$ cat config.mk
export PLATFORM = sky130hd
export DESIGN_NAME = nes_loader_top
export DESIGN_NICKNAME = d
export VERILOG_FILES = /design/src/nes_loader_pkg.sv /design/src/nes_loader_top.sv /design/src/palette_loader.sv /design/src/cheat_code_assembler.sv /design/src/rom_loader_fsm.sv /design/src/ines_header_decoder.sv /design/src/download_dispatch.sv
export VERILOG_INCLUDE_DIRS = /design/src
export SDC_FILE = /design/constraint.sdc
export NUM_CORES = 1
export LEC_CHECK = 0
export ABC_AREA = 1
export CORE_ASPECT_RATIO = 1.4
export CORE_MARGIN = 4
export CORE_UTILIZATION = 66
export CTS_BUF_LIST = sky130_fd_sc_hd__clkbuf_4
export DETAILED_ROUTE_END_ITERATION = 10
export DONT_BUFFER_PORTS = 1
export MAX_ROUTING_LAYER = met4
export PLACE_DENSITY_LB_ADDON = 0.15
export SYNTH_ARGS = -nofsm -noshare
export SYNTH_HDL_FRONTEND = slang
export SYNTH_SLANG_ARGS = --single-unit
$ cat constraint.sdc
create_clock -name clk -period 3.6 [get_ports clk]
set_input_delay 0.72 -clock clk [delete_from_list [all_inputs] [get_ports clk]]
set_output_delay 0.72 -clock clk [all_outputs]
set_load 0.01 [all_outputs]
$ cat src/nes_loader_consts.svh
// NES cartridge loader constants
// iNES magic, page sizes, memory map and record lengths
`ifndef NES_LOADER_CONSTS_SVH
`define NES_LOADER_CONSTS_SVH

// "NES" followed by MS-DOS EOF
`define INES_MAGIC0 8'h4E
`define INES_MAGIC1 8'h45
`define INES_MAGIC2 8'h53
`define INES_MAGIC3 8'h1A

`define INES_HEADER_BYTES 16

// Page sizes in bytes
`define PRG_PAGE_BYTES 16384
`define CHR_PAGE_BYTES 8192

// Cartridge memory map
`define PRG_BASE_ADDR 22'h000000
`define CHR_BASE_ADDR 22'h200000

`define CHEAT_RECORD_BYTES 16
`define PALETTE_FILE_BYTES 192 // 64 RGB triples

// Bus widths
`define MEM_ADDR_W  22
`define HOST_ADDR_W 25

`endif
$ cat src/nes_loader_pkg.sv
// Shared types of the NES cartridge download front end
`include "nes_loader_consts.svh"

package nes_loader_pkg;

	typedef enum logic [1:0] {
		KIND_NONE,
		KIND_ROM,
		KIND_CHEAT,
		KIND_PALETTE
	} file_kind_e;

	// One byte from the host file loader
	typedef struct packed {
		logic                    strobe;
		logic [`HOST_ADDR_W-1:0] addr;
		logic [7:0]              data;
	} host_byte_t;

	// One write into cartridge memory
	typedef struct packed {
		logic                   write;
		logic [`MEM_ADDR_W-1:0] addr;
		logic [7:0]             data;
	} mem_write_t;

	// Header bytes in file order, byte 0 on top
	typedef struct packed {
		logic [0:3][7:0] magic;
		logic [7:0]      prg_pages;
		logic [7:0]      chr_pages;
		logic [7:0]      flags6;
		logic [7:0]      flags7;
		logic [7:0]      byte8;
		logic [7:0]      byte9;
		logic [7:0]      byte10;
		logic [7:0]      byte11;
		logic [7:0]      byte12;
		logic [7:0]      byte13;
		logic [7:0]      byte14;
		logic [7:0]      byte15;
	} ines_fields_t;

	typedef union packed {
		logic [0:`INES_HEADER_BYTES-1][7:0] bytes; // Write view
		ines_fields_t                       fields; // Decode view
	} ines_header_u;

	typedef struct packed {
		logic       spare;
		logic       piano;
		logic [3:0] prg_ram_shift;
		logic       has_saves;
		logic [7:0] submapper;
		logic       four_screen;
		logic       has_chr_ram;
		logic       mirroring;
		logic [2:0] chr_size;
		logic [2:0] prg_size;
		logic [7:0] mapper;
	} mapper_flags_t;

	typedef struct packed {
		logic [31:0] flags;
		logic [31:0] address;
		logic [31:0] compare;
		logic [31:0] replace;
	} cheat_code_t;

	typedef struct packed {
		logic        write;
		logic [5:0]  index;
		logic [14:0] color;
	} palette_write_t;

endpackage

$ cat src/nes_loader_top.sv
// NES cartridge download front end
// Dispatch, ROM loader with header decode, cheat and palette loaders
`timescale 1ns/1ns

module nes_loader_top (
	input  logic                           clk,
	input  logic                           reset_nes,
	input  logic                           download,
	input  logic                           invert_mirroring,
	input  logic [7:0]                     download_index,
	input  nes_loader_pkg::host_byte_t     host_in,
	output nes_loader_pkg::mem_write_t     mem_out,
	output nes_loader_pkg::mapper_flags_t  mapper_flags,
	output logic                           loader_busy,
	output logic                           loader_done,
	output logic                           loader_error,
	output logic                           cheat_valid,
	output nes_loader_pkg::cheat_code_t    cheat_code,
	output nes_loader_pkg::palette_write_t palette_out
);

	nes_loader_pkg::host_byte_t rom_byte;
	nes_loader_pkg::host_byte_t cheat_byte;
	nes_loader_pkg::host_byte_t pal_byte;
	logic       rom_restart;
	logic       download_active;
	logic       header_ok;
	logic       has_trainer;
	logic [7:0] prg_pages;
	logic [7:0] chr_pages;
	logic       hdr_write;
	logic [3:0] hdr_index;

	download_dispatch u_dispatch (
		.clk             (clk),
		.reset_nes       (reset_nes),
		.download        (download),
		.download_index  (download_index),
		.host_in         (host_in),
		.rom_restart     (rom_restart),
		.rom_byte        (rom_byte),
		.cheat_byte      (cheat_byte),
		.pal_byte        (pal_byte),
		.download_active (download_active)
	);

	rom_loader_fsm u_rom_fsm (
		.clk          (clk),
		.reset_nes    (reset_nes),
		.rom_restart  (rom_restart),
		.rom_byte     (rom_byte),
		.header_ok    (header_ok),
		.has_trainer  (has_trainer),
		.prg_pages    (prg_pages),
		.chr_pages    (chr_pages),
		.hdr_write    (hdr_write),
		.hdr_index    (hdr_index),
		.mem_out      (mem_out),
		.loader_busy  (loader_busy),
		.loader_done  (loader_done),
		.loader_error (loader_error)
	);

	ines_header_decoder u_header (
		.clk              (clk),
		.reset_nes        (reset_nes),
		.invert_mirroring (invert_mirroring),
		.hdr_write        (hdr_write),
		.hdr_index        (hdr_index),
		.hdr_data         (rom_byte.data),
		.load_done        (loader_done),
		.header_ok        (header_ok),
		.has_trainer      (has_trainer),
		.prg_pages        (prg_pages),
		.chr_pages        (chr_pages),
		.mapper_flags     (mapper_flags)
	);

	cheat_code_assembler u_cheat (
		.clk         (clk),
		.reset_nes   (reset_nes),
		.cheat_byte  (cheat_byte),
		.cheat_code  (cheat_code),
		.cheat_valid (cheat_valid)
	);

	palette_loader u_palette (
		.clk             (clk),
		.reset_nes       (reset_nes),
		.download_active (download_active),
		.pal_byte        (pal_byte),
		.palette_out     (palette_out)
	);

endmodule

$ cat src/palette_loader.sv
// Palette loader
// Packs 8-bit RGB triples into 15-bit colours with a running index
`timescale 1ns/1ns
`include "nes_loader_consts.svh"

module palette_loader (
	input  logic                           clk,
	input  logic                           reset_nes,
	input  logic                           download_active,
	input  nes_loader_pkg::host_byte_t     pal_byte,
	output nes_loader_pkg::palette_write_t palette_out
);

	logic [1:0] phase; // 0 red, 1 green, 2 blue
	logic [5:0] index;
	logic       take;

	assign take = pal_byte.strobe &&
		(pal_byte.addr < `HOST_ADDR_W'(`PALETTE_FILE_BYTES));

	always_ff @(posedge clk) begin
		if (reset_nes) begin
			phase       <= 2'd0;
			index       <= 6'd0;
			palette_out <= '0;
		end else begin
			palette_out.write <= 1'b0;
			if (!download_active) begin
				phase <= 2'd0;
				index <= 6'd0;
			end else if (take) begin
				case (phase)
					2'd0: palette_out.color[4:0] <= pal_byte.data[7:3];
					2'd1: palette_out.color[9:5] <= pal_byte.data[7:3];
					default: begin
						palette_out.color[14:10] <= pal_byte.data[7:3];
						palette_out.index        <= index;
						palette_out.write        <= 1'b1;
						index                    <= index + 1'b1;
					end
				endcase
				phase <= (phase == 2'd2) ? 2'd0 : phase + 1'b1;
			end
		end
	end

endmodule

$ cat src/cheat_code_assembler.sv
// Cheat code assembler
// Collects a 16-byte record into one code and strobes it out
`timescale 1ns/1ns
`include "nes_loader_consts.svh"

module cheat_code_assembler (
	input  logic                        clk,
	input  logic                        reset_nes,
	input  nes_loader_pkg::host_byte_t  cheat_byte,
	output nes_loader_pkg::cheat_code_t cheat_code,
	output logic                        cheat_valid
);

	logic [3:0] nib;
	logic [4:0] lsb; // Bit offset inside the field

	assign nib = cheat_byte.addr[3:0];
	assign lsb = {nib[1:0], 3'b000};

	// First byte of each field is least significant
	always_ff @(posedge clk) begin
		if (cheat_byte.strobe) begin
			case (nib[3:2])
				2'd0: cheat_code.flags[lsb +: 8]   <= cheat_byte.data;
				2'd1: cheat_code.address[lsb +: 8] <= cheat_byte.data;
				2'd2: cheat_code.compare[lsb +: 8] <= cheat_byte.data;
				default: cheat_code.replace[lsb +: 8] <= cheat_byte.data;
			endcase
		end
	end

	always_ff @(posedge clk) begin
		if (reset_nes)
			cheat_valid <= 1'b0;
		else
			cheat_valid <= cheat_byte.strobe &&
				(nib == 4'(`CHEAT_RECORD_BYTES - 1));
	end

endmodule

$ cat src/rom_loader_fsm.sv
// ROM loader FSM
// Sequences iNES header, PRG and CHR bodies into cartridge memory
// and reports busy, done and error
`timescale 1ns/1ns
`include "nes_loader_consts.svh"

module rom_loader_fsm (
	input  logic                       clk,
	input  logic                       reset_nes,
	input  logic                       rom_restart,
	input  nes_loader_pkg::host_byte_t rom_byte,
	input  logic                       header_ok,
	input  logic                       has_trainer,
	input  logic [7:0]                 prg_pages,
	input  logic [7:0]                 chr_pages,
	output logic                       hdr_write,
	output logic [3:0]                 hdr_index,
	output nes_loader_pkg::mem_write_t mem_out,
	output logic                       loader_busy,
	output logic                       loader_done,
	output logic                       loader_error
);

	typedef enum logic [2:0] {
		S_HEADER,
		S_PRG,
		S_CHR,
		S_ERROR,
		S_DONE
	} state_e;

	state_e                 state;
	logic [3:0]             hdr_cnt;
	logic [`MEM_ADDR_W-1:0] addr;
	logic [`MEM_ADDR_W-1:0] remaining; // Body bytes still to come

	assign hdr_write = rom_byte.strobe && (state == S_HEADER);
	assign hdr_index = hdr_cnt;

	always_ff @(posedge clk) begin
		if (reset_nes || rom_restart) begin
			state        <= S_HEADER;
			hdr_cnt      <= 4'd0;
			addr         <= `PRG_BASE_ADDR;
			remaining    <= '0;
			mem_out      <= '0;
			loader_busy  <= 1'b0;
			loader_done  <= 1'b0;
			loader_error <= 1'b0;
		end else begin
			mem_out.write <= 1'b0;
			case (state)
				//////////////////////////////
				// Header bytes also land in memory
				S_HEADER: begin
					if (rom_byte.strobe) begin
						mem_out.write <= 1'b1;
						mem_out.addr  <= addr;
						mem_out.data  <= rom_byte.data;
						addr          <= addr + 1'b1;
						hdr_cnt       <= hdr_cnt + 1'b1;
						if (hdr_cnt == 4'(`INES_HEADER_BYTES - 1)) begin
							// Magic and trainer bytes are already stored
							loader_busy <= 1'b1;
							if (header_ok && !has_trainer) begin
								state     <= S_PRG;
								addr      <= `PRG_BASE_ADDR;
								remaining <= `MEM_ADDR_W'(prg_pages) *
									`MEM_ADDR_W'(`PRG_PAGE_BYTES);
							end else begin
								state <= S_ERROR;
							end
						end
					end
				end

				//////////////////////////////
				S_PRG, S_CHR: begin
					if (remaining != '0) begin
						if (rom_byte.strobe) begin
							mem_out.write <= 1'b1;
							mem_out.addr  <= addr;
							mem_out.data  <= rom_byte.data;
							addr          <= addr + 1'b1;
							remaining     <= remaining - 1'b1;
						end
					end else if (state == S_PRG && chr_pages != 8'd0) begin
						state     <= S_CHR;
						addr      <= `CHR_BASE_ADDR;
						remaining <= `MEM_ADDR_W'(chr_pages) *
							`MEM_ADDR_W'(`CHR_PAGE_BYTES);
					end else begin
						state       <= S_DONE; // No CHR ROM lands here too
						loader_done <= 1'b1;
						loader_busy <= 1'b0;
					end
				end

				S_ERROR: begin
					state        <= S_DONE;
					loader_done  <= 1'b1;
					loader_error <= 1'b1;
					loader_busy  <= 1'b0;
				end

				default: ; // Hold until the next restart
			endcase
		end
	end

endmodule

$ cat src/ines_header_decoder.sv
// iNES header decoder
// Stores the 16 header bytes and derives sizes, mapper and flags word
`timescale 1ns/1ns
`include "nes_loader_consts.svh"

module ines_header_decoder (
	input  logic                        clk,
	input  logic                        reset_nes,
	input  logic                        invert_mirroring,
	input  logic                        hdr_write,
	input  logic [3:0]                  hdr_index,
	input  logic [7:0]                  hdr_data,
	input  logic                        load_done,
	output logic                        header_ok,
	output logic                        has_trainer,
	output logic [7:0]                  prg_pages,
	output logic [7:0]                  chr_pages,
	output nes_loader_pkg::mapper_flags_t mapper_flags
);

	nes_loader_pkg::ines_header_u  hdr;
	nes_loader_pkg::mapper_flags_t flags_comb;
	nes_loader_pkg::mapper_flags_t flags_q;
	logic is_nes20;
	logic is_dirty;

	// Ceiling log2 of a page count, capped at 7
	function automatic logic [2:0] size_code(input logic [7:0] count);
		logic [2:0] code;
		code = 3'd0;
		for (int i = 0; i < 7; i++) begin
			if (count > (8'd1 << i))
				code = 3'(i + 1);
		end
		return code;
	endfunction

	always_ff @(posedge clk) begin
		if (hdr_write)
			hdr.bytes[hdr_index] <= hdr_data;
	end

	assign header_ok = (hdr.fields.magic[0] == `INES_MAGIC0) &&
		(hdr.fields.magic[1] == `INES_MAGIC1) &&
		(hdr.fields.magic[2] == `INES_MAGIC2) &&
		(hdr.fields.magic[3] == `INES_MAGIC3);
	assign has_trainer = hdr.fields.flags6[2];
	assign prg_pages   = hdr.fields.prg_pages;
	assign chr_pages   = hdr.fields.chr_pages;

	assign is_nes20 = (hdr.fields.flags7[3:2] == 2'b10);
	// Old dumpers left junk in the tail of 1.0 headers
	assign is_dirty = !is_nes20 && ((hdr.fields.byte9[7:1] != 7'd0) ||
		(hdr.fields.byte10 != 8'd0) || (hdr.fields.byte11 != 8'd0) ||
		(hdr.fields.byte12 != 8'd0) || (hdr.fields.byte13 != 8'd0) ||
		(hdr.fields.byte14 != 8'd0) || (hdr.fields.byte15 != 8'd0));

	always_comb begin
		flags_comb               = '0;
		flags_comb.piano         = is_nes20 && (hdr.fields.byte15[5:0] == 6'h19);
		flags_comb.prg_ram_shift = is_nes20 ? hdr.fields.byte10[3:0] : 4'h0;
		flags_comb.has_saves     = hdr.fields.flags6[1];
		flags_comb.submapper     = is_nes20 ? hdr.fields.byte8 : 8'h00;
		flags_comb.four_screen   = hdr.fields.flags6[3];
		flags_comb.has_chr_ram   = (hdr.fields.chr_pages == 8'd0);
		flags_comb.mirroring     = hdr.fields.flags6[0] ^ invert_mirroring;
		flags_comb.chr_size      = size_code(hdr.fields.chr_pages);
		flags_comb.prg_size      = size_code(hdr.fields.prg_pages);
		flags_comb.mapper[7:4]   = is_dirty ? 4'h0 : hdr.fields.flags7[7:4];
		flags_comb.mapper[3:0]   = hdr.fields.flags6[7:4];
	end

	always_ff @(posedge clk) begin
		if (reset_nes)
			flags_q <= '0;
		else if (load_done)
			flags_q <= flags_comb;
	end

	// New word shows from the first cycle of done
	assign mapper_flags = load_done ? flags_comb : flags_q;

endmodule

$ cat src/download_dispatch.sv
// Download dispatch
// Latches the file kind when a download starts and steers host bytes
// to the ROM, cheat or palette consumer through one register stage
`timescale 1ns/1ns

module download_dispatch (
	input  logic                     clk,
	input  logic                     reset_nes,
	input  logic                     download,
	input  logic [7:0]               download_index,
	input  nes_loader_pkg::host_byte_t host_in,
	output logic                     rom_restart,
	output nes_loader_pkg::host_byte_t rom_byte,
	output nes_loader_pkg::host_byte_t cheat_byte,
	output nes_loader_pkg::host_byte_t pal_byte,
	output logic                     download_active
);

	logic download_q;
	logic start;
	nes_loader_pkg::file_kind_e idx_kind;
	nes_loader_pkg::file_kind_e kind_q;
	nes_loader_pkg::file_kind_e cur_kind;

	// File index decode
	always_comb begin
		idx_kind = nes_loader_pkg::KIND_NONE;
		if (download_index[5:0] == 6'd0) begin
			if (download_index[7:6] == 2'b01)
				idx_kind = nes_loader_pkg::KIND_ROM;
		end else if (&download_index) begin
			idx_kind = nes_loader_pkg::KIND_CHEAT;
		end else if (download_index[1:0] == 2'b01) begin
			if (download_index[7:6] == 2'b00)
				idx_kind = nes_loader_pkg::KIND_ROM;
		end else if (download_index[1:0] == 2'b11) begin
			idx_kind = nes_loader_pkg::KIND_PALETTE;
		end
	end

	assign start           = download & ~download_q;
	assign cur_kind        = start ? idx_kind : kind_q; // Kind valid on the first cycle too
	assign rom_restart     = start && (idx_kind == nes_loader_pkg::KIND_ROM);
	assign download_active = download_q;

	always_ff @(posedge clk) begin
		if (reset_nes) begin
			download_q <= 1'b0;
			kind_q     <= nes_loader_pkg::KIND_NONE;
			rom_byte   <= '0;
			cheat_byte <= '0;
			pal_byte   <= '0;
		end else begin
			download_q <= download;
			if (start)
				kind_q <= idx_kind;

			// Strobe goes only to the latched kind
			rom_byte   <= host_in;
			cheat_byte <= host_in;
			pal_byte   <= host_in;
			rom_byte.strobe   <= host_in.strobe && download &&
				(cur_kind == nes_loader_pkg::KIND_ROM);
			cheat_byte.strobe <= host_in.strobe && download &&
				(cur_kind == nes_loader_pkg::KIND_CHEAT);
			pal_byte.strobe   <= host_in.strobe && download &&
				(cur_kind == nes_loader_pkg::KIND_PALETTE);
		end
	end

endmodule

Yosys cells after proc, flatten, opt, wreduce, memory -nomap -nowiden
Index checks and enable logic that the tools add are counted.
- flip-flop bits (word level): 443
- input port bits: 46
- logic and storage cells: 232
- add/sub/neg operators: 6
- magnitude comparators: 17
- eq/ne operators: 30
- shift-type cells: 2
- multiplexer cells: 65
- bitwise operators: 7
- reductions and logical operators: 64
- operators with widths (operator ; number):
    22-bit two-way mux ; 12
    128-bit bitwise mux ; 1
    32-bit bitwise mux ; 4
    22-bit one-hot mux with 2 select lines ; 2
    31-bit two-way mux ; 2
    31-bit one-hot mux with 2 select lines ; 1
    8-bit nonzero test ; 7
    3-bit two-way mux ; 12
    8-bit demux with 4-bit select ; 1
    32-bit two-way mux ; 1
    8-bit by 7-bit variable shift with 32-bit output, first input constant ; 1
    8-bit by 7-bit indexed part select with 32-bit output ; 1
    25-bit by 8-bit < comparator with 1-bit output, second input constant ; 1
    8-bit by 7-bit equality test with 1-bit output, second input constant ; 3
    22-bit by 1-bit adder with 22-bit output, second input constant ; 1
    2-bit two-way mux ; 11
    22-bit nonzero test ; 1
    22-bit by 1-bit subtractor with 22-bit output, second input constant ; 1
    8-bit by 1-bit > comparator with 1-bit output, second input constant ; 2
    8-bit by 2-bit > comparator with 1-bit output, second input constant ; 2
    8-bit by 3-bit > comparator with 1-bit output, second input constant ; 2
    8-bit by 4-bit > comparator with 1-bit output, second input constant ; 2
    8-bit by 5-bit > comparator with 1-bit output, second input constant ; 2
    8-bit by 6-bit > comparator with 1-bit output, second input constant ; 2
    47 further kinds ; 116

Depth between registers and ports, before layout
- word-level depth: 10
- mapped depth: 14
- depth with buffers taken out: 13

Hierarchy
From an unflattened synthesis, not the netlist that was laid out.
- cells, all modules: 1916
- area total of the unflattened synthesis: 18417.7 um^2
- by module, submodules not included (module ; instances ; cells an instance ; area an instance (um^2)):
    ines_header_decoder ; 1 ; 515 ; 6020.8
    rom_loader_fsm ; 1 ; 729 ; 4690.7
    cheat_code_assembler ; 1 ; 233 ; 4372.9
    download_dispatch ; 1 ; 215 ; 1744.2
    palette_loader ; 1 ; 224 ; 1589.0

Worst setup path before layout
OpenSTA, ideal clock, no wires.
- path type: flip-flop to output port
- start: register u_header.hdr[87] (netlist bit)
- end: output mapper_flags[11] (netlist bit)
- data arrival time: 1397 ps
- data required time: 2880 ps
- setup slack: 1483 ps
- cell stages (with the launch flop): 12
- cells stage by stage: edfxtp_1 nor2_1 nand2_1 nor2_1 nand4_1 nand2_1 nand2_1 nand2_1 nand2_1 nand2_1 o21ai_0 inv_1
- RTL lines (what ; line ; RTL):
    start: declaration ; ines_header_decoder.sv:21 ; nes_loader_pkg::ines_header_u hdr;
    end: declaration ; nes_loader_top.sv:13 ; output nes_loader_pkg::mapper_flags_t mapper_flags,

==> impl_metrics.json <==
{
  "stdcell_count": 2147,
  "chipHeight_microns": 198,
  "synth-compound-area-share_pct": 5.76,
  "outcome": "complete, no violations",
  "max_clock_freq_mhz": 309,
  "synthCells": 1667,
  "floorplan.initialDensity_pct": 66.9,
  "critical-path-max-stage-delay_ps": 670,
  "final_std_cell_area_no_fill_sq_um": 18600,
  "layout_common_cells": "305 x sky130_fd_sc_hd__nor2_1, 303 x sky130_fd_sc_hd__nand2_1, 253 x sky130_fd_sc_hd__edfxtp_1, 185 x sky130_fd_sc_hd__dfxtp_1, 163 x sky130_fd_sc_hd__inv_1",
  "tightest_slew_ps": 1090,
  "synth.area.mux_share_pct": 0,
  "leakagePower_nw": 7.04,
  "drt_wl_total_mm": 38.6,
  "synth.ff_latch_count": 438,
  "numClockSinks": 438,
  "crit_path_frequent_cell": "sky130_fd_sc_hd__nand2_1",
  "final.setup_skew_ps": 48.2,
  "vias": 11886,
  "cp_data_required_time_ps": 2880,
  "multi_input_area_sq_um": 4760,
  "ant_nets": 0,
  "worstSetupStartpointType": "flip-flop",
  "clk_tree_root_cell": "sky130_fd_sc_hd__clkbuf_4",
  "drt-wirelength-per-cell_microns": 18.0,
  "pwr_density_cell_nw_per_um2": 505,
  "max_cap_violations": 0,
  "worst_ir_drop_vdd_v": 0.000408,
  "timing.critical_path.arrival_ps": 2520,
  "share_of_post_route_cells_with_drive_strength_above_1_pct": 11.8,
  "yosys_warnings": 0,
  "min_period_ps": 3240,
  "hold_path.class": "input port to flip-flop",
  "register_area_sq_um": 11300,
  "rows": 69,
  "avgSynthCellArea_sq_um": 10.2,
  "synth_adder_area_share_pct": 0.887,
  "viasPerCell": 5.54,
  "cts_post_setup_buffers_inserted": 0,
  "grt_overflow_total": 0,
  "largest_family_of_logic_cells_by_synthesized_area": "simple AND/OR/NAND/NOR gates",
  "grt_start_max_net_pins": 66,
  "grt_setup_unrepaired": "false",
  "grt_antenna_before_repair": 2,
  "chain_of_cells_forming_the_critical_path": "buf_4 > inv_1 > nor2_1 > nand2_1 > nand2_1",
  "layout_commonest_cell": "sky130_fd_sc_hd__nor2_1",
  "detail_route.iter0.violations": 765,
  "port-buffer-count": 0,
  "yosys_most_used_dff": "sky130_fd_sc_hd__edfxtp_1",
  "clockBufferDepth": 3,
  "critPathSlowestCell": "sky130_fd_sc_hd__nor2_1",
  "final_core_utilization_pct": 73.4,
  "clk-insertion-delay-late_ps": 760,
  "final_net_count": 1800,
  "comb_power_share_pct": 2.2,
  "finalWeightedCongestion": 0.916,
  "tritoncts.num_buffers": 97,
  "top_level_ports": 263,
  "global_route.usage.total_pct": 27.9,
  "detail_route.first_pass.iterations": 6,
  "max_slew_headroom_pct": 27.2,
  "dieWidth_microns": 143,
  "clk_pin_slew_ps": 70,
  "clock_tree_from_tritoncts": "yes",
  "seqPwrFrac_pct": 56.9,
  "post_syn_nets": 1725,
  "finalHoldViolCount": 0,
  "number_of_flops_mapped_to_enable_cells_by_yosys": 253,
  "number_of_max_slew_violations_in_the_final_report": 0,
  "die_area_sq_um": 28300,
  "share_of_synthesized_area_occupied_by_flip_flops_and_latches_pct": 66.7,
  "grt_first_pass_wirelength_mm": 59.8,
  "final_number_of_setup_violating_endpoints": 0,
  "clock_power_share_pct": 40.9,
  "post_synth_num_cell_types": 48,
  "synth_xor_area_share_pct": 0.776,
  "worst-path-max-fanout": 24,
  "drc": 0,
  "min_period_over_period_pct": 90.0,
  "detailedPlacementHpwl_mm": 25.5,
  "h_tree_depth": 3,
  "filler_cell_count": 1834,
  "power.net_switching_mw": 2.06,
  "aggregate_negative_setup_slack_ps": 0,
  "number_of_global_route_vias_before_repair": 11732,
  "internal_power_mw": 7.30,
  "asyncSetResetFlopFracSynth_pct": 0,
  "placement.cell_area_sq_um": 17200,
  "synth.cell_area_sq_um": 16900,
  "timing_worst_setup_path_type": "flip-flop to primary output",
  "area_growth_syn_to_layout_pct": 9.61,
  "core_area_sq_um": 25300,
  "area_fraction_in_and_or_nand_and_nor_cells_after_synthesis_pct": 20.6,
  "swShare_pct": 22.0,
  "timing.critical_path.to_type": "primary output",
  "placed_cells_incl_taps": 1958
}
[logic make-up after synthesis]
logic type      after synthesis
buf+inv                     216
compound gates              185
fa+ha+maj                    12
simple gates                801
flops                       438
xor+xnor                     15
[per-stage QoR]
stage	power, mW	hold WS (ps)	setup WS, ps
floorplan	5.57	416	1480
finish	9.36	62.0	360
detailed placement	5.64	431	1060
CTS	9.42	0.625	322
global placement	5.63	423	1110
global route	9.74	7.48	193
[metal layers]
| layer | GRT usage [%] | up-vias | part of all wire (%) |
|---|---|---|---|
| met5 | - | - | 0 |
| met4 | 10.6 | 0 | 2.4 |
| met3 | 7.90 | 69 | 7.2 |
| met2 | 47.7 | 406 | 53 |
| met1 | 30.8 | 5647 | 37 |
| li1 | - | 5764 | - |
[power by group through the flow]
stage,clock [mW],sequential [mW],combinational [mW]
6_report,3.83,5.33,0.204
2_1_floorplan,0,5.45,0.122
5_1_grt,4.18,5.33,0.227
4_1_cts,3.89,5.33,0.196
3_3_place_gp,0,5.44,0.186
3_5_place_dp,0,5.44,0.191
[synth_stat cells (3+ instances only)]
cell                       instances  area (sq um)
sky130_fd_sc_hd__a211oi_1          6          45.0
sky130_fd_sc_hd__a21oi_1         100           500
sky130_fd_sc_hd__a22oi_1           3          22.5
sky130_fd_sc_hd__buf_2             9          45.0
sky130_fd_sc_hd__clkbuf_1         26          97.6
sky130_fd_sc_hd__clkbuf_2          3          15.0
sky130_fd_sc_hd__dfxtp_1         185          3700
sky130_fd_sc_hd__edfxtp_1        253          7600
sky130_fd_sc_hd__ha_1             12           150
sky130_fd_sc_hd__inv_1           163           612
sky130_fd_sc_hd__inv_2             6          22.5
sky130_fd_sc_hd__nand2_1         303          1140
sky130_fd_sc_hd__nand2_2           4          25.0
sky130_fd_sc_hd__nand2_4           5          56.3
sky130_fd_sc_hd__nand3_1          70           350
sky130_fd_sc_hd__nand3_2           6          60.1
sky130_fd_sc_hd__nand3b_1          5          37.5
sky130_fd_sc_hd__nand4_1          30           188
sky130_fd_sc_hd__nor2_1          306          1150
sky130_fd_sc_hd__nor2_2            4          25.0
sky130_fd_sc_hd__nor2_4            4          45.0
sky130_fd_sc_hd__nor2_8            3          60.1
sky130_fd_sc_hd__nor3_1           37           185
sky130_fd_sc_hd__nor4_1           13          81.3
sky130_fd_sc_hd__o211ai_1          3          22.5
sky130_fd_sc_hd__o21ai_0          54           270
sky130_fd_sc_hd__o21ai_1          11          55.1
sky130_fd_sc_hd__o21bai_1          3          22.5
sky130_fd_sc_hd__or2_2             4          25.0
sky130_fd_sc_hd__xor2_1           13           114
[cell type report]
type,instances,area share (%)
timing repair buffer,21,0.903
multi-input combinational,1013,25.6
antenna,3,0.0404
tap,319,2.15
inverter,171,3.47
sequential,438,60.9
clock inverter,35,0.964
clock buffer,147,5.95
[what timing repair did]
action / 4_1_cts / 5_1_grt
hold buffers: 1 / 3
endpoints found under the hold margin: 11 / 12
setup endpoints to repair: 0 / 0
gates resized for setup: 0 / 0
[flip-flops by register name, indices dropped and copies added (netlist names), 3 cells and up]
signal / count
u_rom_fsm.hdr_index: 4
u_rom_fsm.addr: 22
u_rom_fsm.mem_out: 31
u_palette.palette_out: 22
u_dispatch.rom_byte: 9
u_dispatch.cheat_byte: 24
u_cheat.cheat_code: 128
u_rom_fsm.state: 3
u_header.hdr: 125
u_header.flags_q: 32
u_rom_fsm.remaining: 22
u_palette.index: 6
[critical path: cells and delay by family (launching register included)]
| kind | cells | cell delay [ps] |
|---|---|---|
| buf+inv | 2 | 380 |
| flops | 1 | 320 |
| simple gates | 3 | 1060 |
[worst paths after layout]
kind / startpoint / to / slack [ps] / depth (start not counted)
max reg2reg: u_rom_fsm.state[2]$_SDFFE_PP0P_ / u_rom_fsm.addr[18]$_SDFFE_PP0P_ / 1030 / 10
min reg2reg: u_header.flags_q[31]$_SDFF_PP0_ / u_header.flags_q[31]$_SDFF_PP0_ / 440 / 2
min: reset_nes / u_palette.palette_out[15]$_SDFFE_PP0P_ / 60 / 1
max: u_rom_fsm.loader_done$_SDFFE_PP0P_ / mapper_flags[26] / 360 / 5
Power figures use the tool's default switching activity.
